<file path="config.mk">
export PLATFORM = sky130hd
export DESIGN_NAME = simd_issue_top
export DESIGN_NICKNAME = d
export VERILOG_FILES = /design/src/common/simd_pkg.sv /design/src/common/simd_issue_if.sv /design/src/rtl/simd_class_decoder.sv /design/src/score_board/simd_div_reuse.sv /design/src/score_board/simd_score_board.sv /design/src/rtl/simd_issue_top.sv
export SDC_FILE = /design/constraint.sdc
export NUM_CORES = 1
export LEC_CHECK = 0
export BUFFER_PORTS_ARGS = -buffer_cell sky130_fd_sc_hd__buf_2
export CELL_PAD_IN_SITES_DETAIL_PLACEMENT = 0
export CELL_PAD_IN_SITES_GLOBAL_PLACEMENT = 1
export CORE_AREA = 2 2 202 204
export DETAILED_ROUTE_END_ITERATION = 8
export DIE_AREA = 0 0 204 206
export MAX_ROUTING_LAYER = met4
export PLACE_DENSITY_LB_ADDON = 0.15
export SYNTH_ARGS = -nofsm -noshare
export SYNTH_HDL_FRONTEND = slang
export SYNTH_SLANG_ARGS = --single-unit
</file>
<file path="constraint.sdc">
create_clock -name clk_i -period 17 [get_ports clk_i]
set_input_delay 1.7 -clock clk_i [delete_from_list [all_inputs] [get_ports clk_i]]
set_output_delay 1.7 -clock clk_i [all_outputs]
set_load 0.03 [all_outputs]
</file>
<file path="src/common/simd_pkg.sv">
//########################################
// Shared types for the vector issue model
// src1_u is fixed at DEF_VLEN bits
// is_opvx selects which src1 member holds data
//########################################

package simd_pkg;

    localparam int DEF_VLEN = 128;   // Default vector length in bits
    localparam int SCALAR_W = 64;    // Scalar operand width
    localparam int STAGE_W  = 6;     // Width of an execute-stage count

    // Vector operations known to the issue logic
    typedef enum logic [4:0] {
        VADD,
        VAND,
        VMUL,
        VMULH,
        VMULHU,
        VWMUL,
        VMACC,
        VMADD,
        VNMSAC,
        VSMUL,
        VREDSUM,
        VREDMAX,
        VREDOR,
        VDIV,
        VDIVU,
        VREM,
        VREMU
    } simd_instr_e;

    // Only SIMD instructions take a writeback slot
    typedef enum logic {
        UNIT_SIMD,
        UNIT_OTHER
    } unit_e;

    typedef enum logic [1:0] {
        SEW_8,
        SEW_16,
        SEW_32,
        SEW_64
    } sew_e;

    // Latency classes of the execution unit
    typedef enum logic [2:0] {
        CLS_SIMPLE,
        CLS_MUL,
        CLS_MADD,
        CLS_RED,
        CLS_DIV
    } lat_class_e;

    // Scalar form of the first source, rs1 in the low half
    typedef struct packed {
        logic [DEF_VLEN-SCALAR_W-1:0] pad;
        logic [SCALAR_W-1:0]          rs1;
    } src1_scl_t;

    // First source word, either vs1 or the scalar rs1
    typedef union packed {
        logic [DEF_VLEN-1:0] vec;
        src1_scl_t           scl;
    } src1_u;

    // Divide and remainder share the iterative unit
    function automatic logic is_div_op(simd_instr_e op);
        return op inside {VDIV, VDIVU, VREM, VREMU};
    endfunction

endpackage

</file>
<file path="src/common/simd_issue_if.sv">
//########################################
// Issue bundle from the top to the blocks
// All fields are driven by the top level
//########################################

`timescale 1ns/1ps

interface simd_issue_if #(
    parameter int VLEN = simd_pkg::DEF_VLEN
);
    import simd_pkg::*;

    logic                     valid;
    unit_e                    unit;
    simd_instr_e              instr;
    logic                     is_opvx;   // First source is the scalar rs1
    sew_e                     sew;
    logic [$clog2(VLEN/8):0]  vl;
    logic [VLEN-1:0]          vs2;
    src1_u                    src1;

    modport decoder (input instr, sew, vl);
    modport reuse   (input valid, instr, is_opvx, vs2, src1);
    modport score   (input valid, unit);

endinterface

</file>
<file path="src/rtl/simd_class_decoder.sv">
//########################################
// Latency class and execute-stage count
// Assumes vl never exceeds VLEN/8
// Purely combinational
//########################################

`timescale 1ns/1ps

module simd_class_decoder #(
    parameter int VLEN       = simd_pkg::DEF_VLEN,
    parameter int DIV_STAGES = 32
) (
    simd_issue_if.decoder                iss,
    input  logic                         reuse_hit_i,
    output simd_pkg::lat_class_e         class_o,
    output logic [simd_pkg::STAGE_W-1:0] stages_o
);
    import simd_pkg::*;

    localparam int VL_W = $clog2(VLEN / 8) + 1;

    logic [STAGE_W-1:0] vl_log2;   // ceil(log2(vl)), reduction tree depth

    always_comb begin
        case (iss.instr)
            VADD, VAND:                   class_o = CLS_SIMPLE;
            VMUL, VMULH, VMULHU, VWMUL:   class_o = CLS_MUL;
            VMACC, VMADD, VNMSAC, VSMUL:  class_o = CLS_MADD;
            VREDSUM, VREDMAX, VREDOR:     class_o = CLS_RED;
            VDIV, VDIVU, VREM, VREMU:     class_o = CLS_DIV;
            default:                      class_o = CLS_SIMPLE;
        endcase
    end

    // Smallest k with 2^k >= vl
    always_comb begin
        vl_log2 = '0;
        for (int i = 0; i < VL_W; i++) begin
            if ((32'd1 << i) < 32'(iss.vl)) begin
                vl_log2 = STAGE_W'(i + 1);
            end
        end
    end

    always_comb begin
        case (class_o)
            CLS_MUL:  stages_o = (iss.sew == SEW_64) ? STAGE_W'(3) : STAGE_W'(2);
            CLS_MADD: stages_o = (iss.sew == SEW_64) ? STAGE_W'(4) : STAGE_W'(3);
            CLS_RED:  stages_o = vl_log2 + STAGE_W'(2);
            CLS_DIV:  begin
                // Result already known from the partner operation
                stages_o = reuse_hit_i ? STAGE_W'(1) : STAGE_W'(DIV_STAGES);
            end
            default:  stages_o = STAGE_W'(1);
        endcase
    end

endmodule

</file>
<file path="src/score_board/simd_div_reuse.sv">
//########################################
// Remembers operands of the last divide
// hit_o is combinational on the inputs
// Stored copy updates one edge after accept
//########################################

`timescale 1ns/1ps

module simd_div_reuse #(
    parameter int VLEN = simd_pkg::DEF_VLEN
) (
    input  logic        clk_i,
    input  logic        rstn_i,
    simd_issue_if.reuse iss,
    input  logic        accept_i,
    output logic        hit_o
);
    import simd_pkg::*;

    logic            stored_q;     // A divide has been seen since reset
    simd_instr_e     instr_q;
    logic            opvx_q;
    logic [VLEN-1:0] vs2_q;
    src1_u           src1_q;
    logic            store;
    logic            op_match;
    logic            src1_match;

    assign store = accept_i && is_div_op(iss.instr);

    always_ff @(posedge clk_i or negedge rstn_i) begin
        if (!rstn_i) begin
            stored_q <= 1'b0;
        end else if (store) begin
            stored_q <= 1'b1;
        end
    end

    // Operand copy, only meaningful once stored_q is set
    always_ff @(posedge clk_i) begin
        if (store) begin
            instr_q <= iss.instr;
            opvx_q  <= iss.is_opvx;
            vs2_q   <= iss.vs2;
            src1_q  <= iss.src1;
        end
    end

    // Same operation or its partner of equal signedness
    always_comb begin
        case (instr_q)
            VDIV, VREM:   op_match = iss.instr inside {VDIV, VREM};
            VDIVU, VREMU: op_match = iss.instr inside {VDIVU, VREMU};
            default:      op_match = 1'b0;
        endcase
    end

    assign src1_match = opvx_q ? (src1_q.scl.rs1 == iss.src1.scl.rs1)
                               : (src1_q.vec == iss.src1.vec);

    assign hit_o = iss.valid && is_div_op(iss.instr) && stored_q &&
                   (opvx_q == iss.is_opvx) && op_match &&
                   (vs2_q == iss.vs2) && src1_match;

endmodule

</file>
<file path="src/score_board/simd_score_board.sv">
//########################################
// Writeback port reservation per latency
// Flush clears short pipes, divides go on
// Stage counts above MAX_STAGES never retire
// unless they belong to a full divide
//########################################

`timescale 1ns/1ps

module simd_score_board #(
    parameter int VLEN       = simd_pkg::DEF_VLEN,
    parameter int DIV_STAGES = 32
) (
    input  logic                         clk_i,
    input  logic                         rstn_i,
    input  logic                         flush_i,
    simd_issue_if.score                  iss,
    input  simd_pkg::lat_class_e         class_i,
    input  logic [simd_pkg::STAGE_W-1:0] stages_i,
    output logic                         accept_o,
    output logic                         stall_o,
    output logic                         wb_valid_o
);
    import simd_pkg::*;

    localparam int MAX_STAGES = $clog2(VLEN / 8) + 2;

    logic                  simd_req;    // SIMD instruction on the issue port
    logic                  div_long;    // Divide that runs the full iterative unit
    logic [MAX_STAGES:1]   short_out;   // Last slot of each short pipe
    logic [MAX_STAGES:1]   short_hit;   // Port clash found in each short pipe
    logic [DIV_STAGES-1:0] div_q;
    logic                  div_hit;
    logic                  div_busy;
    logic                  wb_q;

    assign simd_req = iss.valid && (iss.unit == UNIT_SIMD);
    assign div_long = (class_i == CLS_DIV) && (stages_i > STAGE_W'(1));

    // One shift register per latency, slot j holds an entry j edges old
    for (genvar L = 1; L <= MAX_STAGES; L++) begin : g_pipe
        logic [L-1:0] sr_q;
        logic         load;
        logic         hit;

        assign load = accept_o && !div_long && (stages_i == STAGE_W'(L));

        always_ff @(posedge clk_i or negedge rstn_i) begin
            if (!rstn_i) begin
                sr_q <= '0;
            end else if (flush_i) begin
                sr_q <= '0;
            end else begin
                sr_q <= (sr_q << 1) | L'(load);
            end
        end

        // Entry in slot j retires L-j-1 edges before a new N-stage instruction
        always_comb begin
            hit = 1'b0;
            for (int j = 0; j < L; j++) begin
                if (sr_q[j] && (int'(stages_i) == L - j - 1)) begin
                    hit = 1'b1;
                end
            end
        end

        assign short_hit[L] = hit;
        assign short_out[L] = sr_q[L-1];
    end

    // Divide pipe, never flushed once a divide has started
    always_ff @(posedge clk_i or negedge rstn_i) begin
        if (!rstn_i) begin
            div_q <= '0;
        end else begin
            div_q <= {div_q[DIV_STAGES-2:0], accept_o && div_long};
        end
    end

    always_comb begin
        div_hit = 1'b0;
        for (int j = 0; j < DIV_STAGES; j++) begin
            if (div_q[j] && (int'(stages_i) == DIV_STAGES - j - 1)) begin
                div_hit = 1'b1;
            end
        end
    end

    assign div_busy = |div_q;   // Single iterative divider

    assign stall_o  = simd_req && ((|short_hit) || div_hit || (div_long && div_busy));
    assign accept_o = simd_req && !stall_o && !flush_i;

    // Output flop adds the final cycle of every latency
    always_ff @(posedge clk_i or negedge rstn_i) begin
        if (!rstn_i) begin
            wb_q <= 1'b0;
        end else begin
            wb_q <= ((|short_out) && !flush_i) || div_q[DIV_STAGES-1];
        end
    end

    assign wb_valid_o = wb_q;

endmodule

</file>
<file path="src/rtl/simd_issue_top.sv">
//########################################
// Issue-side timing of the vector unit
// vs1_i is DEF_VLEN wide, fixed by src1_u
// Source holds its instruction while stalled
//########################################

`timescale 1ns/1ps

module simd_issue_top #(
    parameter int VLEN       = simd_pkg::DEF_VLEN,
    parameter int DIV_STAGES = 32
) (
    input  logic                          clk_i,
    input  logic                          rstn_i,
    input  logic                          flush_i,
    input  logic                          valid_i,
    input  simd_pkg::unit_e               unit_i,
    input  simd_pkg::simd_instr_e         instr_i,
    input  logic                          is_opvx_i,
    input  simd_pkg::sew_e                sew_i,
    input  logic [$clog2(VLEN/8):0]       vl_i,
    input  logic [VLEN-1:0]               vs2_i,
    input  logic [simd_pkg::DEF_VLEN-1:0] vs1_i,
    input  logic [simd_pkg::SCALAR_W-1:0] rs1_i,
    output logic                          stall_o,
    output logic                          wb_valid_o,
    output logic [simd_pkg::STAGE_W-1:0]  exe_stages_o
);
    import simd_pkg::*;

    lat_class_e         op_class;
    logic [STAGE_W-1:0] stages;
    logic               reuse_hit;
    logic               accept;
    src1_u              src1;

    simd_issue_if #(.VLEN(VLEN)) iss ();

    // Scalar form keeps rs1 in the low half
    always_comb begin
        if (is_opvx_i) begin
            src1.scl.pad = '0;
            src1.scl.rs1 = rs1_i;
        end else begin
            src1.vec = vs1_i;
        end
    end

    assign iss.valid   = valid_i;
    assign iss.unit    = unit_i;
    assign iss.instr   = instr_i;
    assign iss.is_opvx = is_opvx_i;
    assign iss.sew     = sew_i;
    assign iss.vl      = vl_i;
    assign iss.vs2     = vs2_i;
    assign iss.src1    = src1;

    simd_class_decoder #(.VLEN(VLEN), .DIV_STAGES(DIV_STAGES)) u_decoder (
        .iss         (iss),
        .reuse_hit_i (reuse_hit),
        .class_o     (op_class),
        .stages_o    (stages)
    );

    simd_div_reuse #(.VLEN(VLEN)) u_div_reuse (
        .clk_i    (clk_i),
        .rstn_i   (rstn_i),
        .iss      (iss),
        .accept_i (accept),
        .hit_o    (reuse_hit)
    );

    simd_score_board #(.VLEN(VLEN), .DIV_STAGES(DIV_STAGES)) u_score_board (
        .clk_i      (clk_i),
        .rstn_i     (rstn_i),
        .flush_i    (flush_i),
        .iss        (iss),
        .class_i    (op_class),
        .stages_i   (stages),
        .accept_o   (accept),
        .stall_o    (stall_o),
        .wb_valid_o (wb_valid_o)
    );

    assign exe_stages_o = stages;

endmodule

</file>
---- Word level (Yosys, flattened, before mapping) ----
Memories as Yosys holds them, arrays and structs flattened.
Cells that the tools add are included.
cells by class
  shift operators ......................... 0
  equality and inequality tests ........... 54
  reduce and logical (&&, ||, !) cells .... 90
  bitwise logic cells ..................... 6
  mux-type cells .......................... 71
  order comparisons ....................... 6
  div/mod/pow operators ................... 0
  multiply operators ...................... 0
  $add $sub $neg .......................... 1
operator list
  kind                                                                             number
  128-bit == test                                                                  2
  128-bit two-way mux                                                              1
  6-bit == test, second input constant                                             16
  1-bit logical AND                                                                75
  64-bit == test                                                                   1
  1-bit two-way mux                                                                57
  6-bit by 5-bit == test with 1-bit output, second input constant                  8
  32-bit OR reduction                                                              1
  5-bit by 4-bit == test with 1-bit output, second input constant                  6
  6-bit by 3-bit == test with 1-bit output, second input constant                  5
  6-bit by 4-bit == test with 1-bit output, second input constant                  4
  6-bit case mux with 4 select lines                                               1
  6-bit by 2-bit == test with 1-bit output, second input constant                  3
  3-bit two-way mux                                                                4
  6-bit two-way mux                                                                2
  6-bit OR reduction                                                               2
  5-bit == test, second input constant                                             2
  3-bit by 2-bit == test with 1-bit output, second input constant                  2
  6-bit by 1-bit == test with 1-bit output, second input constant                  1
  6-bit by 1-bit greater-than comparator with 1-bit output, second input constant  1
  6-bit logical NOT                                                                1
  2-bit two-way mux                                                                3
  6-bit by 1-bit bitwise OR with 6-bit output                                      1
  1-bit by 5-bit < comparator with 1-bit output, first input constant              1
  22 further kinds                                                                 28
word-level totals
  memory bits (read-only) ................. 96
  memories kept ........................... 1
  word-level logic and storage cells ...... 242
  input port bits ......................... 338
  register bits ........................... 317
  output and inout port bits .............. 8
  bits in latches ......................... 0
  memory bits (writable) .................. 0
memory list
  memory           words  bits a word  read ports  clocked after memory_dff  write ports  RTL line                  source
  (no name shown)  32     3            1           0                         0            simd_class_decoder.sv:25  case (iss.instr)

---- Longest topological paths before layout ----
  depth in word-level cells ............... 54
  depth in mapped cells ................... 13

---- Modules after synthesis ----
Synthesis repeated with hierarchy kept, for this count alone.
second synthesis, totals
  cells, all modules ...................... 1058
  area total of the unflattened synthesis .. 15046.9 um2
modules (own cells, without submodules)
  module              times used  sequential area each (um2)  cells an instance  area each (um2)
  simd_div_reuse      1           7892.6                      704                11115.7
  simd_score_board    1           1351.3                      172                2178.3
  simd_issue_top      1           0.0                         142                1441.4
  simd_class_decoder  1           0.0                         40                 311.5

---- Worst setup path after synthesis ----
OpenSTA, ideal clock, no wires.
  kind .................................... input -> register
  start point ............................. input port vl_i[2]
  end point ............................... register u_div_reuse.instr_q[0] (enable)
  setup time .............................. 0.974 ns
  path slack .............................. -0.494 ns
  stages on the path ...................... 9
  data required time ...................... 16.026 ns
  arrival time ............................ 16.520 ns
  path through ............................ o31a_1 or2_2 ha_1 a22oi_1 mux2_2 a22oi_1 o2111a_1 nand3b_1 a21oi_1
on the way
  word-level cells in the longest chain between the ends .. 49
  elaborated cells on any way between the ends .. 161
ends and longest elaborated chain
  item                                           RTL line                  source
  start: declaration                             simd_issue_top.sv:21      input logic [$clog2(VLEN/8):0] vl_i,
  1-bit by 5-bit < comparator with 1-bit output  simd_class_decoder.sv:39  if ((32'd1 << i) < 32'(iss.vl)) begin
  1-bit two-way mux                              simd_class_decoder.sv:39
  2-bit two-way mux (2 in a row)                 simd_class_decoder.sv:39
  3-bit two-way mux                              simd_class_decoder.sv:39
  3-bit two-way mux *                            simd_class_decoder.sv:39
  3-bit by 2-bit adder with 4-bit output *       simd_class_decoder.sv:49  CLS_RED: stages_o = vl_log2 + STAGE_W'(2);
  6-bit case mux with 4 select lines *           simd_class_decoder.sv:46  case (class_o)
  6-bit == test                                  simd_score_board.sv:84    if (div_q[j] && (int'(stages_i) == DIV_STAGES - j - 1)) begin
  1-bit logical AND                              simd_score_board.sv:84
  1-bit two-way mux (32 in a row)                simd_score_board.sv:84
  1-bit logical OR                               simd_score_board.sv:92    assign stall_o = simd_req && ((|short_hit) || div_hit || (div_long && div_busy));
  1-bit logical OR *                             simd_score_board.sv:92
  1-bit logical AND *                            simd_score_board.sv:92
  1-bit logical NOT *                            simd_score_board.sv:93    assign accept_o = simd_req && !stall_o && !flush_i;
  1-bit logical AND * (2 in a row)               simd_score_board.sv:93
  1-bit logical AND *                            simd_div_reuse.sv:29      assign store = accept_i && is_div_op(iss.instr);
  via u_div_reuse.store                          simd_div_reuse.sv:25      logic store;
  end signal: assignment                         simd_div_reuse.sv:42      instr_q <= iss.instr;
  end: declaration                               simd_div_reuse.sv:21      simd_instr_e instr_q;
The timed path passes the listed nets; every way through them passes the cells marked *.
A chain may end at the register's enable or synchronous reset.

==> results.md <==
* Outcome: finished, final reports clean
* Number of gates given a new drive strength after cts at 0
* Largest fanout on the critical path at 72
* Most common cell after layout, fill and taps aside: sky130_fd_sc_hd__buf_2
* Starting Density at between 30% and 40%
* Root buffer selected by CTS: sky130_fd_sc_hd__clkbuf_16
* Cts bufs inserted at 39
* Number of warning messages in the yosys log at 0
* Startpoint class of the critical path: primary input
* Clock tree from TritonCTS: yes
* Cell variety after synth at 70
* Final global-route overflow total at 0
* DRT Wirelength at approximately 40 mm
* Via count of the first global-routing pass at 10.6k
* Gr usage total at between 10% and 20%
* Width of the chip at 204 µm
* Number of nets at the end of the flow at 1910
* Most frequent cells in the layout: 343 x sky130_fd_sc_hd__buf_2, 262 x sky130_fd_sc_hd__edfxtp_1, 99 x sky130_fd_sc_hd__nor2b_1, 85 x sky130_fd_sc_hd__nor2_1, 83 x sky130_fd_sc_hd__xnor2_1
* Most numerous cell on the critical path: sky130_fd_sc_hd__nand4_1
* H-Tree Level Count at 2
* RR Startpoint: u_div_reuse.src1_q[83]
* Actual slew at the worst max-slew pin at about 1.2 ns
* Combinational Power Share at ~9%
* Setup repair after global routing missed its margin: false
* Worst-case setup slack after placement at slightly below 9 ns
* Buffers from clock root to sink, at most at 3
* Number of failing setup endpoints in the final timing report at 0
* First-pass GRT wire length at 59.0 mm
* Antenna violations before repair at 16
* Final antenna-violating net count at 0
* Clock-pin transition on the worst setup and hold timing paths at approximately 0.050 ns
* DRC violation total after the first TritonRoute iteration at approximately 560
* Final worst slack at around 9.4 ns
* Number of vias per cell at approximately 5.0
* Placer congestion estimate at between 0.8 and 0.9
* Switching portion of total power at between 20% and 30%
* Count of clock tree sinks at 317
* Post-synthesis net count at ~1.5k
* Critical path, cell by cell: buf_6 -> buf_4 -> mux2_2 -> xnor2_1 -> nand4_1 -> or4_1 -> nor4_1 -> nand4_1 -> a21oi_2 -> nand4b_1 -> and4b_1 -> buf_2
* Power per cell area at about 94 mW/mm²
* Pin count of the biggest net entering global routing at between 150 and 200
* Data arrival time of the critical path at between 5 and 6 ns
* Drt wl/cell at around 19 µm
* Post-synthesis instance area at roughly 0.015 mm²
* Fraction of layout cells with a size suffix above 1 at between 20% and 30%
* Post-CTS Setup Inserts at 0
* # IOs at between 300 and 400
* EDFF count, synth at roughly 260
* CP Data Required Time at 15.30 ns
* Flop pwr share at a little under half
* Maximum operating frequency at ~0.13 GHz
* Share of synthesized area occupied by flip-flops and latches at approximately three fifths
* Synth Flop Type: sky130_fd_sc_hd__edfxtp_1
* Number of search-and-repair iterations in the first detailed-routing pass at 5
* Yosys reg bits at 317
* Worst path slowest cell: sky130_fd_sc_hd__buf_4
* Max incr delay on CP at roughly 0.80 ns
* Area added between synthesis and finish at 22.5%
* Class of the most critical setup path: in -> out
* Floorplan Core Area at 0.0402 mm²
* Worst slew margin relative to its limit at between 10% and 20%
* Kind of end point of the critical path: output pin
* Number of standard-cell rows in the floorplan at 74
* Final critical delay including setup and external delays at between 7 and 8 ns
* Total chip power at roughly 1.8 mW
* Post-synthesis cell count at 1206
* Slew Limit Fails at 0
* Worst hold path class: reg -> reg
* Hold-fix buffer count after cts at 0
* Pint at 1.37 mW
* Count of buffers inserted at the top-level ports at about 340
* Worst Min Path Start: u_score_board.div_q[7]
* Worst vdd rail ir drop at 0.0654 mV
* Total half-perimeter wirelength after legalization and detailed placement at slightly below 30 mm
* Final count of hold timing violations at 0
* Static power due to leakage at about 7.4 nW
* Final clock skew at between 0.015 and 0.02 ns
* Max-capacitance violation count at 0
* Mean cell area of the mapped netlist at about 13 µm²
* Skew-Pair Late Insertion Delay at between 0.5 and 0.6 ns
* Total negative slack at 0 ns
* Total die area at between 0.04 and 0.05 mm²
* Share of flip-flops with an asynchronous set or reset after synthesis at 17.4%
* Crit share post-route at 44.5%
* Switching power at a little over 0.4 mW
* Routed via count at about 11k
* Drt drc at 0
* Critical path launch point: is_opvx_i
* Clock power frac at 43.0%
* Die height at between 200 and 250 µm
[logic make-up (layout without fill, tap and decap cells)]
kind of cell | count (synthesis) | in the layout | synth area share [%]
AO/OA/AOI/OAI | 187 | 187 | 8.48
XOR/XNOR | 146 | 146 | 8.31
adder cells (fa/ha/maj) | 2 | 2 | 0.163
buffers and inverters | 101 | 494 | 3.03
flip-flops | 317 | 317 | 60.1
multiplexers | 70 | 70 | 5.45
other | 1 | 15 | 0.0244
AND/OR/NAND/NOR | 382 | 382 | 14.4
[worst max-delay path: cells and delay by family]
| family | cells | cell delay [ns] |
|---|---|---|
| and+or+nand+nor | 6 | 1.71 |
| muxes | 1 | 0.43 |
| AOI/OAI and AO/OA | 1 | 0.38 |
| buffers and inverters | 3 | 1.44 |
| xor gates and xnor gates | 1 | 0.15 |
[metal layers]
layer	vias up	GRT usage, %	routed length (µm)
met2	256	30.8	19200
met5	-	-	0
li1	5244	-	-
met1	5160	23.7	17100
met4	0	6.50	937
met3	60	4.24	2420
[Yosys cell counts (3+ instances only)]
cell type / n / area (µm²)
sky130_fd_sc_hd__nand4b_1: 3 / 26.3
sky130_fd_sc_hd__a22oi_1: 9 / 67.6
sky130_fd_sc_hd__nand4_1: 30 / 188
sky130_fd_sc_hd__nor2_1: 85 / 319
sky130_fd_sc_hd__nor4bb_1: 9 / 90.1
sky130_fd_sc_hd__o211ai_1: 3 / 22.5
sky130_fd_sc_hd__a21oi_1: 11 / 55.1
sky130_fd_sc_hd__mux2_4: 16 / 240
sky130_fd_sc_hd__o2bb2ai_1: 6 / 52.6
sky130_fd_sc_hd__a22o_1: 7 / 61.3
sky130_fd_sc_hd__xnor2_1: 83 / 727
sky130_fd_sc_hd__clkbuf_1: 9 / 33.8
sky130_fd_sc_hd__o21ai_0: 42 / 210
sky130_fd_sc_hd__mux2_1: 3 / 33.8
sky130_fd_sc_hd__buf_6: 6 / 67.6
sky130_fd_sc_hd__nand2_1: 28 / 105
sky130_fd_sc_hd__a2111o_1: 5 / 56.3
sky130_fd_sc_hd__edfxtp_1: 262 / 7870
sky130_fd_sc_hd__o21ai_1: 11 / 55.1
sky130_fd_sc_hd__o32ai_1: 9 / 78.8
sky130_fd_sc_hd__nor4_1: 42 / 263
sky130_fd_sc_hd__mux2_2: 30 / 338
sky130_fd_sc_hd__and4bb_2: 12 / 150
sky130_fd_sc_hd__xor2_1: 63 / 552
sky130_fd_sc_hd__mux2i_1: 19 / 190
sky130_fd_sc_hd__dfrtp_1: 55 / 1380
sky130_fd_sc_hd__a2111oi_1: 3 / 30.0
sky130_fd_sc_hd__buf_4: 3 / 22.5
sky130_fd_sc_hd__nand3_1: 4 / 20.0
sky130_fd_sc_hd__or4_1: 5 / 37.5
sky130_fd_sc_hd__nand2b_1: 34 / 213
sky130_fd_sc_hd__nor2b_1: 99 / 619
sky130_fd_sc_hd__a31oi_1: 30 / 188
sky130_fd_sc_hd__nor3_1: 17 / 85.1
sky130_fd_sc_hd__nor3b_1: 3 / 22.5
sky130_fd_sc_hd__o2111ai_1: 12 / 105
sky130_fd_sc_hd__o22ai_1: 16 / 100
sky130_fd_sc_hd__inv_1: 75 / 282
sky130_fd_sc_hd__buf_2: 6 / 30.0
[area by class of cell]
type                            count  area (µm²)
Fill cell                        3736       21300
Sequential cell                   317        9240
Inverter                           75         282
Timing Repair Buffer              349        1780
Clock inverter                     15        73.8
Tap cell                          532         666
Multi-Input combinational cell    788        5680
Clock buffer                       55        1090
Antenna cell                       14        35.0
[power groups by stage]
stage / combinational, mW / clock, mW / sequential, mW
detailed placement: 0.162 / 0 / 0.868
CTS: 0.162 / 0.789 / 0.852
global placement: 0.159 / 0 / 0.868
global route: 0.178 / 0.814 / 0.852
finish: 0.159 / 0.764 / 0.852
floorplan: 0.0865 / 0 / 0.869
[state kept, by name, summed over array words and instances (netlist names)]
register,cells
u_div_reuse.instr_q,5
u_div_reuse.opvx_q,1
u_div_reuse.vs2_q,128
u_score_board.g_pipe.sr_q,21
u_score_board.wb_valid_o,1
u_score_board.div_q,32
u_div_reuse.src1_q,128
u_div_reuse.stored_q,1
[worst paths after layout]
check	depth (start not counted)	slack, ns	to
max in group asynchronous	2	15.26	u_score_board.div_q[9]
setup reg to reg	11	11.42	u_div_reuse.src1_q[52]
setup / recovery	12	9.43	stall_o
min in group asynchronous	2	1.28	u_score_board.g_pipe[5].sr_q[1]
hold reg to reg	0	0.37	u_score_board.div_q[8]
hold / removal	0	0.37	u_score_board.div_q[8]
[through the flow]
| step | util, % | hold slack, ns | std cells | cell area (µm²) |
|---|---|---|---|---|
| after detailed placement | 43.9 | 0.361 | 2061 | 17700 |
| final | 46.9 | 0.370 | 2145 | 18800 |
| after global placement | 43.9 | 0.357 | 2061 | 17700 |
| after floorplan | - | 0.354 | 1206 | 15400 |
| after global routing | 46.9 | 0.385 | 2145 | 18800 |
| after CTS | 46.8 | 0.369 | 2131 | 18800 |
Note: power is estimated with default switching activity, not from simulation.
